### src/logic/lrsc_pkg.sv
// ==========================================================
// Widths, channel payloads and reservation requests shared by
// the exclusive-access adapter RTL and its testbench
// ==========================================================

package lrsc_pkg;

    // Bus geometry
    localparam int unsigned ADDR_W  = 16;
    localparam int unsigned DATA_W  = 32;
    localparam int unsigned ID_W    = 2;
    localparam int unsigned STRB_W  = DATA_W / 8;

    // One reservation slot per transaction ID
    localparam int unsigned N_SLOTS = 2 ** ID_W;

    // Response codes, upper bit flags an error
    typedef enum logic [1:0] {
        RESP_OKAY   = 2'b00,
        RESP_EXOKAY = 2'b01,
        RESP_SLVERR = 2'b10,
        RESP_DECERR = 2'b11
    } resp_e;

    // Address channels
    typedef struct packed {
        logic [ID_W-1:0]   id;
        logic [ADDR_W-1:0] addr;
        logic              lock;
    } ar_req_t;

    typedef ar_req_t aw_req_t;

    // Data and response channels
    typedef struct packed {
        logic [ID_W-1:0]   id;
        logic [DATA_W-1:0] data;
        resp_e             resp;
    } r_rsp_t;

    typedef struct packed {
        logic [DATA_W-1:0] data;
        logic [STRB_W-1:0] strb;
    } w_req_t;

    typedef struct packed {
        logic [ID_W-1:0] id;
        resp_e           resp;
    } b_rsp_t;

    // Reservation table requests
    typedef struct packed {
        logic              valid;
        logic [ID_W-1:0]   id;
        logic [ADDR_W-1:0] addr;
    } resv_set_t;

    typedef struct packed {
        logic              valid;
        logic [ADDR_W-1:0] addr;
    } resv_clr_t;

endpackage

### src/logic/lrsc_adapter.sv
// ==========================================================
// Exclusive-access adapter top, placed between an upstream master
// and a memory without exclusive support
// ==========================================================
`timescale 1ns/100ps

module lrsc_adapter
    import lrsc_pkg::*;
#(
    parameter logic [ADDR_W-1:0] ADDR_BEGIN = 16'h1000,
    parameter logic [ADDR_W-1:0] ADDR_END   = 16'h10FF
) (
    input  logic    clk_i,
    input  logic    rst_ni,
    // Upstream side
    input  logic    up_ar_valid_i,
    input  ar_req_t up_ar_i,
    output logic    up_ar_ready_o,
    output logic    up_r_valid_o,
    output r_rsp_t  up_r_o,
    input  logic    up_r_ready_i,
    input  logic    up_aw_valid_i,
    input  aw_req_t up_aw_i,
    output logic    up_aw_ready_o,
    input  logic    up_w_valid_i,
    input  w_req_t  up_w_i,
    output logic    up_w_ready_o,
    output logic    up_b_valid_o,
    output b_rsp_t  up_b_o,
    input  logic    up_b_ready_i,
    // Downstream memory side
    output logic    dn_ar_valid_o,
    output ar_req_t dn_ar_o,
    input  logic    dn_ar_ready_i,
    input  logic    dn_r_valid_i,
    input  r_rsp_t  dn_r_i,
    output logic    dn_r_ready_o,
    output logic    dn_aw_valid_o,
    output aw_req_t dn_aw_o,
    input  logic    dn_aw_ready_i,
    output logic    dn_w_valid_o,
    output w_req_t  dn_w_o,
    input  logic    dn_w_ready_i,
    input  logic    dn_b_valid_i,
    input  b_rsp_t  dn_b_i,
    output logic    dn_b_ready_o
);

    resv_set_t          resv_set;
    resv_clr_t          resv_clr;
    logic [ADDR_W-1:0]  check_addr;
    logic [N_SLOTS-1:0] hit;

    lrsc_read_ctrl #(
        .ADDR_BEGIN (ADDR_BEGIN),
        .ADDR_END   (ADDR_END)
    ) u_read_ctrl (
        .clk_i         (clk_i),
        .rst_ni        (rst_ni),
        .up_ar_valid_i (up_ar_valid_i),
        .up_ar_i       (up_ar_i),
        .up_ar_ready_o (up_ar_ready_o),
        .dn_ar_valid_o (dn_ar_valid_o),
        .dn_ar_o       (dn_ar_o),
        .dn_ar_ready_i (dn_ar_ready_i),
        .dn_r_valid_i  (dn_r_valid_i),
        .dn_r_i        (dn_r_i),
        .dn_r_ready_o  (dn_r_ready_o),
        .up_r_valid_o  (up_r_valid_o),
        .up_r_o        (up_r_o),
        .up_r_ready_i  (up_r_ready_i),
        .resv_set_o    (resv_set)
    );

    lrsc_write_ctrl #(
        .ADDR_BEGIN (ADDR_BEGIN),
        .ADDR_END   (ADDR_END)
    ) u_write_ctrl (
        .clk_i         (clk_i),
        .rst_ni        (rst_ni),
        .up_aw_valid_i (up_aw_valid_i),
        .up_aw_i       (up_aw_i),
        .up_aw_ready_o (up_aw_ready_o),
        .dn_aw_valid_o (dn_aw_valid_o),
        .dn_aw_o       (dn_aw_o),
        .dn_aw_ready_i (dn_aw_ready_i),
        .up_w_valid_i  (up_w_valid_i),
        .up_w_i        (up_w_i),
        .up_w_ready_o  (up_w_ready_o),
        .dn_w_valid_o  (dn_w_valid_o),
        .dn_w_o        (dn_w_o),
        .dn_w_ready_i  (dn_w_ready_i),
        .dn_b_valid_i  (dn_b_valid_i),
        .dn_b_i        (dn_b_i),
        .dn_b_ready_o  (dn_b_ready_o),
        .up_b_valid_o  (up_b_valid_o),
        .up_b_o        (up_b_o),
        .up_b_ready_i  (up_b_ready_i),
        .check_addr_o  (check_addr),
        .hit_i         (hit),
        .resv_clr_o    (resv_clr)
    );

    // Reservation table, one slot per ID
    for (genvar i = 0; i < N_SLOTS; i++) begin : g_slot
        lrsc_resv_slot #(
            .SLOT_ID (ID_W'(i))
        ) u_slot (
            .clk_i        (clk_i),
            .rst_ni       (rst_ni),
            .set_i        (resv_set),
            .clr_i        (resv_clr),
            .check_addr_i (check_addr),
            .hit_o        (hit[i])
        );
    end

endmodule

### src/logic/lrsc_read_ctrl.sv
// ==========================================================
// Read path, forwards AR and R, places reservations for
// exclusive reads inside the window and rewrites the R response
// ==========================================================
`timescale 1ns/100ps

module lrsc_read_ctrl
    import lrsc_pkg::*;
#(
    parameter logic [ADDR_W-1:0] ADDR_BEGIN = '0,
    parameter logic [ADDR_W-1:0] ADDR_END   = '0
) (
    input  logic      clk_i,
    input  logic      rst_ni,
    input  logic      up_ar_valid_i,
    input  ar_req_t   up_ar_i,
    output logic      up_ar_ready_o,
    output logic      dn_ar_valid_o,
    output ar_req_t   dn_ar_o,
    input  logic      dn_ar_ready_i,
    input  logic      dn_r_valid_i,
    input  r_rsp_t    dn_r_i,
    output logic      dn_r_ready_o,
    output logic      up_r_valid_o,
    output r_rsp_t    up_r_o,
    input  logic      up_r_ready_i,
    output resv_set_t resv_set_o
);

    typedef enum logic {
        R_IDLE,
        R_WAIT_R
    } r_state_e;

    r_state_e r_state_d, r_state_q;
    logic     excl_d, excl_q;
    logic     ar_excl;

    // Lock never reaches the memory
    always_comb begin
        dn_ar_o      = up_ar_i;
        dn_ar_o.lock = 1'b0;
    end

    assign ar_excl = up_ar_i.lock && (up_ar_i.addr >= ADDR_BEGIN) &&
                     (up_ar_i.addr <= ADDR_END);

    always_comb begin
        dn_ar_valid_o = 1'b0;
        up_ar_ready_o = 1'b0;
        dn_r_ready_o  = 1'b0;
        up_r_valid_o  = 1'b0;
        up_r_o        = dn_r_i;
        resv_set_o    = '{valid: 1'b0, id: up_ar_i.id, addr: up_ar_i.addr};
        excl_d        = excl_q;
        r_state_d     = r_state_q;

        case (r_state_q)
            R_IDLE: begin
                dn_ar_valid_o = up_ar_valid_i;
                up_ar_ready_o = dn_ar_ready_i;
                if (up_ar_valid_i && dn_ar_ready_i) begin
                    resv_set_o.valid = ar_excl;
                    excl_d           = ar_excl;
                    r_state_d        = R_WAIT_R;
                end
            end
            R_WAIT_R: begin
                dn_r_ready_o = up_r_ready_i;
                up_r_valid_o = dn_r_valid_i;
                // Errors pass unchanged
                if (!dn_r_i.resp[1]) begin
                    up_r_o.resp = excl_q ? RESP_EXOKAY : RESP_OKAY;
                end
                if (dn_r_valid_i && up_r_ready_i) begin
                    excl_d    = 1'b0;
                    r_state_d = R_IDLE;
                end
            end
            default: r_state_d = R_IDLE;
        endcase
    end

    always_ff @(posedge clk_i or negedge rst_ni) begin
        if (!rst_ni) begin
            r_state_q <= R_IDLE;
            excl_q    <= 1'b0;
        end else begin
            r_state_q <= r_state_d;
            excl_q    <= excl_d;
        end
    end

endmodule

### src/logic/lrsc_resv_slot.sv
// ==========================================================
// Single reservation entry for one ID, loaded by reads and
// dropped by writes to the same address
// ==========================================================
`timescale 1ns/100ps

module lrsc_resv_slot
    import lrsc_pkg::*;
#(
    parameter logic [ID_W-1:0] SLOT_ID = '0
) (
    input  logic              clk_i,
    input  logic              rst_ni,
    input  resv_set_t         set_i,
    input  resv_clr_t         clr_i,
    input  logic [ADDR_W-1:0] check_addr_i,
    output logic              hit_o
);

    logic              valid_q;
    logic [ADDR_W-1:0] addr_q;

    // Set is evaluated last so it wins over a clear in the same cycle
    always_ff @(posedge clk_i or negedge rst_ni) begin
        if (!rst_ni) begin
            valid_q <= 1'b0;
        end else begin
            if (clr_i.valid && valid_q && (clr_i.addr == addr_q)) begin
                valid_q <= 1'b0;
            end
            if (set_i.valid && (set_i.id == SLOT_ID)) begin
                valid_q <= 1'b1;
            end
        end
    end

    // Reserved address only matters while valid_q is high
    always_ff @(posedge clk_i) begin
        if (set_i.valid && (set_i.id == SLOT_ID)) begin
            addr_q <= set_i.addr;
        end
    end

    assign hit_o = valid_q && (addr_q == check_addr_i);

endmodule

### src/logic/lrsc_write_ctrl.sv
// ==========================================================
// Write path, checks reservations for exclusive writes, forwards
// or swallows the write, clears reservations and forms B
// ==========================================================
`timescale 1ns/100ps

module lrsc_write_ctrl
    import lrsc_pkg::*;
#(
    parameter logic [ADDR_W-1:0] ADDR_BEGIN = '0,
    parameter logic [ADDR_W-1:0] ADDR_END   = '0
) (
    input  logic               clk_i,
    input  logic               rst_ni,
    input  logic               up_aw_valid_i,
    input  aw_req_t            up_aw_i,
    output logic               up_aw_ready_o,
    output logic               dn_aw_valid_o,
    output aw_req_t            dn_aw_o,
    input  logic               dn_aw_ready_i,
    input  logic               up_w_valid_i,
    input  w_req_t             up_w_i,
    output logic               up_w_ready_o,
    output logic               dn_w_valid_o,
    output w_req_t             dn_w_o,
    input  logic               dn_w_ready_i,
    input  logic               dn_b_valid_i,
    input  b_rsp_t             dn_b_i,
    output logic               dn_b_ready_o,
    output logic               up_b_valid_o,
    output b_rsp_t             up_b_o,
    input  logic               up_b_ready_i,
    output logic [ADDR_W-1:0]  check_addr_o,
    input  logic [N_SLOTS-1:0] hit_i,
    output resv_clr_t          resv_clr_o
);

    typedef enum logic [2:0] {
        AW_IDLE,
        W_FORWARD,
        W_DROP,
        B_FORWARD,
        B_INJECT
    } w_state_e;

    w_state_e          w_state_d, w_state_q;
    logic              excl_d, excl_q;
    logic              in_range_q;
    logic [ADDR_W-1:0] addr_q;
    logic [ID_W-1:0]   id_q;
    logic              aw_in_range;
    logic              aw_excl;
    logic              aw_hit;

    assign aw_in_range  = (up_aw_i.addr >= ADDR_BEGIN) && (up_aw_i.addr <= ADDR_END);
    assign aw_excl      = up_aw_i.lock && aw_in_range;
    assign check_addr_o = up_aw_i.addr;
    assign aw_hit       = hit_i[up_aw_i.id];

    always_comb begin
        dn_aw_o      = up_aw_i;
        dn_aw_o.lock = 1'b0;
    end

    assign dn_w_o = up_w_i;

    always_comb begin
        dn_aw_valid_o = 1'b0;
        up_aw_ready_o = 1'b0;
        dn_w_valid_o  = 1'b0;
        up_w_ready_o  = 1'b0;
        dn_b_ready_o  = 1'b0;
        up_b_valid_o  = 1'b0;
        up_b_o        = dn_b_i;
        resv_clr_o    = '{valid: 1'b0, addr: addr_q};
        excl_d        = excl_q;
        w_state_d     = w_state_q;

        case (w_state_q)
            AW_IDLE: begin
                if (aw_excl && !aw_hit) begin
                    // Reservation lost, accept here and drop the data beat
                    up_aw_ready_o = 1'b1;
                    if (up_aw_valid_i) begin
                        w_state_d = W_DROP;
                    end
                end else begin
                    dn_aw_valid_o = up_aw_valid_i;
                    up_aw_ready_o = dn_aw_ready_i;
                    if (up_aw_valid_i && dn_aw_ready_i) begin
                        excl_d    = aw_excl;
                        w_state_d = W_FORWARD;
                    end
                end
            end
            W_FORWARD: begin
                dn_w_valid_o = up_w_valid_i;
                up_w_ready_o = dn_w_ready_i;
                if (up_w_valid_i && dn_w_ready_i) begin
                    // Any write reaching memory kills reservations on its address
                    resv_clr_o.valid = in_range_q;
                    w_state_d        = B_FORWARD;
                end
            end
            W_DROP: begin
                up_w_ready_o = 1'b1;
                if (up_w_valid_i) begin
                    w_state_d = B_INJECT;
                end
            end
            B_FORWARD: begin
                dn_b_ready_o = up_b_ready_i;
                up_b_valid_o = dn_b_valid_i;
                if (!dn_b_i.resp[1]) begin
                    up_b_o.resp = excl_q ? RESP_EXOKAY : RESP_OKAY;
                end
                if (dn_b_valid_i && up_b_ready_i) begin
                    excl_d    = 1'b0;
                    w_state_d = AW_IDLE;
                end
            end
            B_INJECT: begin
                up_b_valid_o = 1'b1;
                up_b_o.id    = id_q;
                up_b_o.resp  = RESP_OKAY;
                if (up_b_ready_i) begin
                    w_state_d = AW_IDLE;
                end
            end
            default: w_state_d = AW_IDLE;
        endcase
    end

    always_ff @(posedge clk_i or negedge rst_ni) begin
        if (!rst_ni) begin
            w_state_q  <= AW_IDLE;
            excl_q     <= 1'b0;
            in_range_q <= 1'b0;
        end else begin
            w_state_q <= w_state_d;
            excl_q    <= excl_d;
            if (up_aw_valid_i && up_aw_ready_o) begin
                in_range_q <= aw_in_range;
            end
        end
    end

    // Address and ID of the accepted AW
    always_ff @(posedge clk_i) begin
        if (up_aw_valid_i && up_aw_ready_o) begin
            addr_q <= up_aw_i.addr;
            id_q   <= up_aw_i.id;
        end
    end

endmodule

### config.mk
export PLATFORM = sky130hd
export DESIGN_NAME = lrsc_adapter
export DESIGN_NICKNAME = d
export VERILOG_FILES = /design/src/logic/lrsc_pkg.sv /design/src/logic/lrsc_adapter.sv /design/src/logic/lrsc_read_ctrl.sv /design/src/logic/lrsc_resv_slot.sv /design/src/logic/lrsc_write_ctrl.sv
export SDC_FILE = /design/constraint.sdc
export NUM_CORES = 1
export LEC_CHECK = 0
export BUFFER_PORTS_ARGS = -buffer_cell sky130_fd_sc_hd__buf_2
export CELL_PAD_IN_SITES_DETAIL_PLACEMENT = 1
export CELL_PAD_IN_SITES_GLOBAL_PLACEMENT = 1
export CORE_ASPECT_RATIO = 1.4
export CORE_MARGIN = 3
export CORE_UTILIZATION = 36
export DETAILED_ROUTE_END_ITERATION = 8
export GPL_ROUTABILITY_DRIVEN = 0
export GPL_TIMING_DRIVEN = 0
export PLACE_DENSITY_LB_ADDON = 0.05
export SLEW_MARGIN = 0
export SYNTH_ARGS = -nofsm -noshare
export SYNTH_HDL_FRONTEND = slang
export SYNTH_SLANG_ARGS = --single-unit
### constraint.sdc
create_clock -name clk_i -period 3.3 [get_ports clk_i]
set_clock_uncertainty 0.05 [all_clocks]
set_input_delay 0.165 -clock clk_i [delete_from_list [all_inputs] [get_ports clk_i]]
set_output_delay 0.165 -clock clk_i [all_outputs]
set_load 0.01 [all_outputs]
==> results of run 1 <==
[per-stage QoR]
stage / power (uW) / setup slack, ns / hold WS, ns / setup TNS [ns] / instances
floorplan: 1840 / 0.756 / -0.181 / 0 / 491
global placement: 2110 / -0.259 / 0.0300 / -4.14 / 860
detailed placement: 2120 / 0.00171 / 0.0337 / 0 / 862
CTS: 3260 / 0.0269 / 0.00114 / 0 / 887
global route: 3370 / 0.228 / 0.000556 / 0 / 887
finish: 3230 / 0.433 / 0.00564 / 0 / 887
[layout by cell type (no fill, tap or decap), types with 3 or more instances in the layout]
cell and n:
edfxtp_1 82, nand2_1 15, xor2_1 56, inv_6 3, nand3_1 7, clkbuf_16 9, buf_4 109, nor4_1 16
nor2b_1 4, buf_2 178, inv_1 4, a21o_1 3, dfrtp_1 11, nor2_1 12, xnor2_1 72, and2_1 4
a21oi_1 5, nand4_1 19, dlygate4sd3_1 9, o21ai_1 5, clkbuf_1 21, nor3_1 11
[how the worst max path moves through the flow]
stage | to | slack (ns) | cells past startpoint
2_1_floorplan | g_slot[0].u_slot.addr_q[0] | 0.76 | 6
3_3_place_gp | g_slot[0].u_slot.addr_q[12] | -0.26 | 6
3_5_place_dp | u_write_ctrl.addr_q[6] | 0.002 | 8
4_1_cts | u_write_ctrl.addr_q[6] | 0.03 | 9
5_1_grt | u_write_ctrl.id_q[1] | 0.23 | 9
6_report | u_write_ctrl.addr_q[6] | 0.43 | 9
[sequential cells by signal, indices dropped and copies added (netlist names)]
register and count:
g_slot.u_slot.addr_q 64, u_write_ctrl.addr_q 16, g_slot.u_slot.valid_q 4, u_write_ctrl.w_state_q 3, u_write_ctrl.id_q 2, u_read_ctrl.excl_q 1
u_read_ctrl.r_state_q 1, u_write_ctrl.excl_q 1, u_write_ctrl.in_range_q 1
[routing by layer]
metal  global-route usage, %  up-vias  wire (um)
li1                        -     1965          -
met1                    20.7     1942       6130
met2                    36.0      176       8960
met3                    4.75       32       1030
met4                    7.71        0        612
met5                       0        -          0
[repair_timing]
action | CTS | global route
setup endpoints to repair | 0 | 19
gates resized for setup | 0 | 1
hold buffers | 9 | 0
endpoints found under the hold margin | 22 | 0
[area by class of cell]
cell class | instances | area [sq um] | area share (%)
Sequential cell | 93 | 2740 | 38.3
Inverter | 5 | 18.8 | 0.263
Clock inverter | 7 | 96.3 | 1.35
Buffer | 134 | 921 | 12.9
Multi-Input combinational cell | 259 | 1900 | 26.6
Clock buffer | 9 | 225 | 3.15
Tap cell | 192 | 240 | 3.36
Timing Repair Buffer | 188 | 1000 | 14.0
[report_power, final]
| part | internal, uW | switching [uW] | total [uW] |
|---|---|---|---|
| Combinational | 334 | 405 | 739 |
| Sequential | 1330 | 25.2 | 1360 |
| Clock | 669 | 459 | 1130 |
| Total | 2340 | 889 | 3230 |
[Yosys cell counts (all sizes together) (2+ instances only)]
master  instances
buf           113
edfxtp         82
xnor2          72
xor2           56
clkbuf         21
nand4          19
nor4           17
nand2          15
nor2           13
dfrtp          11
nor3           11
nand3           7
a21oi           5
inv             5
nor2b           5
o21ai           5
and2            4
a21o            3
mux2            3
and3            2
mux2i           2
nand2b          2
nand3b          2
nand4b          2
o22ai           2
o31ai           2
[cells by family after synthesis]
| kind of cell | Yosys count | synth area share (%) |
|---|---|---|
| AND/OR/NAND/NOR | 102 | 10.2 |
| XOR/XNOR | 128 | 20.1 |
| buffers and inverters | 139 | 16.9 |
| multiplexers | 5 | 0.966 |
| AO/OA/AOI/OAI | 22 | 2.69 |
| flip-flops | 93 | 49.1 |
| other | 1 | 0.0673 |
==> results by group, run 1 <==
Route
  – Post-DR wirelength/cell: 18.9 um
  – Routed vias: 4,115
  – DRC Markers: 0
  – Final WL: 16,700 um
  – Initial drt markers: 139
  – Vias/cell: 4.64
  – ANT nets after route: 0
  – Total iterations of the first detailed-routing run: 4

Cells and area
  – Layout cells sized above 1: 45.0%
  – Layout area overhead: 28.2%
  – Fill cell count: 1,710
  – Final net count: 816
  – Ant. Diodes: 0
  – Fin util: 47.3%
  – Final instance area: 7140 sq um

STA
  – Slew Viols, Final: 0
  – Max Clock Freq: 0.349 GHz
  – Final setup vio count: 0
  – Worst slew pin tran: 1.07 ns
  – Slew HR: 29.0%
  – Final period util: 86.9%
  – RSZ-0062 raised after global routing: no
  – Period minus WS final: 2.87 ns
  – Fin. Hold Viols: 0

Worst setup path
  – Depth of the worst register-to-register path: 6
  – Worst R2R End: g_slot[1].u_slot.addr_q[10]
  – RR Startpoint: u_read_ctrl.r_state_q
  – Flop2flop setup slack: 0.57 ns
  – Worst Setup SP: up_aw_i[13]
  – Worst Setup End Kind: flip-flop
  – Largest delay share family, worst path: compound AO/OA/AOI/OAI gates
  – Crit Path Max Fanout: 19
  – Worst-path cell chain: dlygate4sd3_1 > buf_2 > buf_2 > nor4b_1 > nand3_1 > nor2_1 > o21ai_1 > o22ai_2 > o21ba_2
  – CP max stage delay: 0.64 ns
  – Crit path required time: 3.23 ns
  – CP max-delay cell: o21ba_2
  – CP most frequent cell: buf_2
  – CP Class: input pin to flip-flop
  – Critical Path AT: 2.79 ns
  – Critical path launch point type: input pin
  – Crit path buf inv count: 3

GRT
  – Total GRT Usage: 19.3%
  – Largest net degree at the start of global routing: 20
  – Initial antenna violation count: 0
  – Total gr overflow: 0
  – Vias in the first global route: 4,336
  – First-pass GRT wire length: 25,100 um

CTS
  – H-tree levels: 3
  – TritonCTS clock tree: built
  – CTS root buf: clkbuf_16
  – Skew-Pair Late Insertion Delay: 0.35 ns
  – CTS buffer count: 9
  – Reg clk slew, reported paths: 0.06 ns
  – Setup bufs post-CTS: 0
  – CTS Sinks: 93
  – Clock Path Buffers: 2

Power and ir drop
  – Lkg Pwr: 0.00300 uW
  – Max IR drop VDD: 0.000254 V
  – PD cells: 451 nW/um^2

Floorplan
  – Row Count: 53
  – Die ar.: 17,000 sq um
  – Die Width: 111 um
  – Die Span Y: 153 um
  – Core ar.: 15,100 sq um
  – I/O pin cnt: 250
  – Initial Utilization: 36.9%

Synthesis
  – Area of the mapped netlist: 5570 sq um
  – Async S/R FF share, synth: 11.8%
  – Sequential fraction of the synthesis area: 49.1%
  – Yosys Warn Count: 0
  – Yosys cell types: 42
  – Largest area contributor in the synthesized netlist: edfxtp_1
  – Synth Flop Type: edfxtp_1
  – EDFF count, synth: 82
  – Yosys reg bits: 93
  – Share of the synthesized area in the top cell type: 44.2%
  – Post-Synthesis Cells: 490
  – Syn avg cell area: 11.4 sq um
  – Synth top area cells: edfxtp_1 (44%), buf_4 (15%), xnor2_1 (11%)

Min path
  – Hold WC Path Type: input pin to flip-flop
  – Hold_sp: up_ar_i[7]
  – Min-Delay Endpoint: g_slot[0].u_slot.addr_q[6]
  – Worst hold path cell count: 1

Placed design
  – Dpl cell area: 6730 sq um
  – Port Buffers: 177
  – DP Wirelength: 13,500 um

Flow run
  – MaxCap Viol Count: 0

Run status
  – Outcome: finished, final reports clean
Note: power is estimated with default switching activity, not from simulation.
==> run 2, diff against run 1 <==
--- a/config.mk
+++ b/config.mk
@@ -5,13 +5,13 @@
 export SDC_FILE = /design/constraint.sdc
 export NUM_CORES = 1
 export LEC_CHECK = 0
-export BUFFER_PORTS_ARGS = -buffer_cell sky130_fd_sc_hd__buf_2
 export CELL_PAD_IN_SITES_DETAIL_PLACEMENT = 1
 export CELL_PAD_IN_SITES_GLOBAL_PLACEMENT = 1
 export CORE_ASPECT_RATIO = 1.4
 export CORE_MARGIN = 3
-export CORE_UTILIZATION = 36
+export CORE_UTILIZATION = 48
 export DETAILED_ROUTE_END_ITERATION = 8
+export DONT_BUFFER_PORTS = 1
 export GPL_ROUTABILITY_DRIVEN = 0
 export GPL_TIMING_DRIVEN = 0
 export PLACE_DENSITY_LB_ADDON = 0.05
==> results by group, run 2 (synthesis gave the netlist of run 1 again) <==
Run status
  – Outcome: finished, final reports clean

Cells and area
  – Final net count: 673
  – Number of flip-flops in the largest register: 64
  – Commonest non-fill, non-tap cell in the layout: buf_4
  – Biggest regs: g_slot.u_slot.addr_q x64, u_write_ctrl.addr_q x16, g_slot.u_slot.valid_q x4
  – Commonest cells after routing, fill and taps aside: buf_4 (109), edfxtp_1 (82), xnor2_1 (72)
  – Layout area overhead: 17.5%
  – Fin util: 59.0%
  – Ant. Diodes: 0
  – Layout cells sized above 1: 24.1%
  – Most flops, register: g_slot.u_slot.addr_q

Worst setup path
  – Critical Path AT: 2.85 ns
  – CP Class: input pin to flip-flop
  – Crit path required time: 3.21 ns
  – Worst Setup End Kind: flip-flop
  – Critical path launch point type: input pin
  – Depth of the worst register-to-register path: 6
  – Crit Path Max Fanout: 19

Floorplan
  – I/O pin cnt: 250
  – Die ar.: 13,000 sq um
  – Die Width: 97.1 um
  – Row Count: 45
  – Core ar.: 11,100 sq um
  – Initial Utilization: 50.2%
  – Die Span Y: 133 um

Route
  – Post-DR wirelength/cell: 23.6 um
  – ANT nets after route: 0
  – DRC Markers: 0
  – Initial drt markers: 173
  – Final WL: 16,300 um
  – Routed vias: 3,683
  – Vias/cell: 5.31
  – Total iterations of the first detailed-routing run: 5

Power and ir drop
  – Share of power burned in registers: 43.5%
  – Internal: 2310 uW
  – Lkg Pwr: 0.00244 uW
  – Sw Share: 26.1%
  – Comb power frac: 20.2%
  – Max IR drop VDD: 0.000355 V
  – Clock Power Share: 36.3%
  – Sw Pwr: 815 uW
  – PD cells: 477 nW/um^2

Min path
  – Worst hold path cell count: 3
  – Hold WC Path Type: input pin to flip-flop

GRT
  – Total GRT Usage: 24.6%
  – First-pass GRT wire length: 23,800 um
  – Total gr overflow: 0
  – Initial antenna violation count: 0
  – Vias in the first global route: 4,081
  – Busiest layer in global routing: met2
  – Met1 Track Usage GR: 26.9%
  – GRT met3 Usage: 5.45%
  – Largest net degree at the start of global routing: 20
  – GR Layer Usage met2: 46.4%

STA
  – Final setup vio count: 0
  – Slew HR: 23.9%
  – Setup TNS Final: 0 ns
  – Fin Hold WS: 0.00209 ns
  – Worst slew pin tran: 1.14 ns
  – Max Clock Freq: 0.340 GHz
  – Period minus WS final: 2.94 ns
  – RSZ-0062 raised after global routing: no
  – Slew Viols, Final: 0
  – Final period util: 89.2%
  – Fin. Hold Viols: 0

CTS
  – Reg clk slew, reported paths: 0.07 ns
  – CTS root buf: clkbuf_16
  – TritonCTS clock tree: built
  – Clock Path Buffers: 2
  – H-tree levels: 3
  – CTS resizes: 0
  – CTS Sinks: 93
  – Skew-Pair Late Insertion Delay: 0.34 ns
  – CTS buffer count: 9

Placed design
  – Port Buffers: 0
  – DP Wirelength: 12,300 um

Flow run
  – MaxCap Viol Count: 0
run 2: cell types whose count changed in the layout (fill, tap and decap cells not counted), moves of 2 or more:
cell / previous run / this run
buf_2: 178 / 1
dlygate4sd3_1: 9 / 43
inv_6: 3 / 0
clkinv_2: 2 / 0
clkbuf_8: 0 / 2
run 2: area by class of cell:
type,count,area [sq um]
Sequential cell,93,2740
Clock inverter,4,71.3
Tap cell,141,176
Fill cell,1150,4550
Clock buffer,12,256
Inverter,5,18.8
Timing Repair Buffer,45,460
Multi-Input combinational cell,259,1900
Buffer,134,921
run 2: repair_timing:
item,CTS,global route
endpoints found under the hold margin,98,0
hold buffers,43,0
buffers inserted,0,0
run 2: per-stage QoR:
| stage | power, uW | instance area, sq um | std cells | worst slack (ns) |
|---|---|---|---|---|
| 6_report | 3120 | 6550 | 693 | 0.356 |
| 3_3_place_gp | 1950 | 5750 | 632 | -0.0883 |
| 4_1_cts | 3140 | 6550 | 693 | 0.256 |
| 3_5_place_dp | 1960 | 5790 | 634 | -0.0975 |
| 2_1_floorplan | 1840 | 5580 | 491 | 0.756 |
| 5_1_grt | 3240 | 6550 | 693 | 0.0935 |
run 2: path summary, 6_finish.rpt:
path                                          startpoint                          end  slack, ns
max in group asynchronous                         rst_ni     g_slot[2].u_slot.valid_q       2.55
worst max register to register     u_read_ctrl.r_state_q  g_slot[1].u_slot.addr_q[10]       0.49
worst max-delay path                         up_aw_i[16]       u_write_ctrl.addr_q[4]       0.36
worst min-delay path                       dn_aw_ready_i          u_write_ctrl.excl_q      0.002
worst min register to register  g_slot[3].u_slot.valid_q     g_slot[3].u_slot.valid_q       0.45
min in group asynchronous                         rst_ni     g_slot[1].u_slot.valid_q       0.24
run 2: worst max-delay path, stage by stage:
cell and delay, ns:
clkbuf_1 0.20, nor4b_1 0.71, nand3_1 0.24, nor2_1 0.16, o21ai_1 0.10, o22ai_2 0.32, o21ba_1 0.93
run 2: power groups by stage:
stage | clock, uW | sequential [uW] | combinational [uW]
after global routing | 1190 | 1360 | 683
after CTS | 1140 | 1360 | 636
after floorplan | 0 | 1380 | 464
after detailed placement | 0 | 1380 | 577
after global placement | 0 | 1380 | 566
final | 1130 | 1360 | 632
run 2: per-layer routing:
| metal | up-vias | part of all wire (%) |
|---|---|---|
| li1 | 1681 | - |
| met1 | 1788 | 34 |
| met2 | 192 | 55 |
| met3 | 22 | 7.7 |
| met4 | 0 | 2.4 |
| met5 | - | 0 |
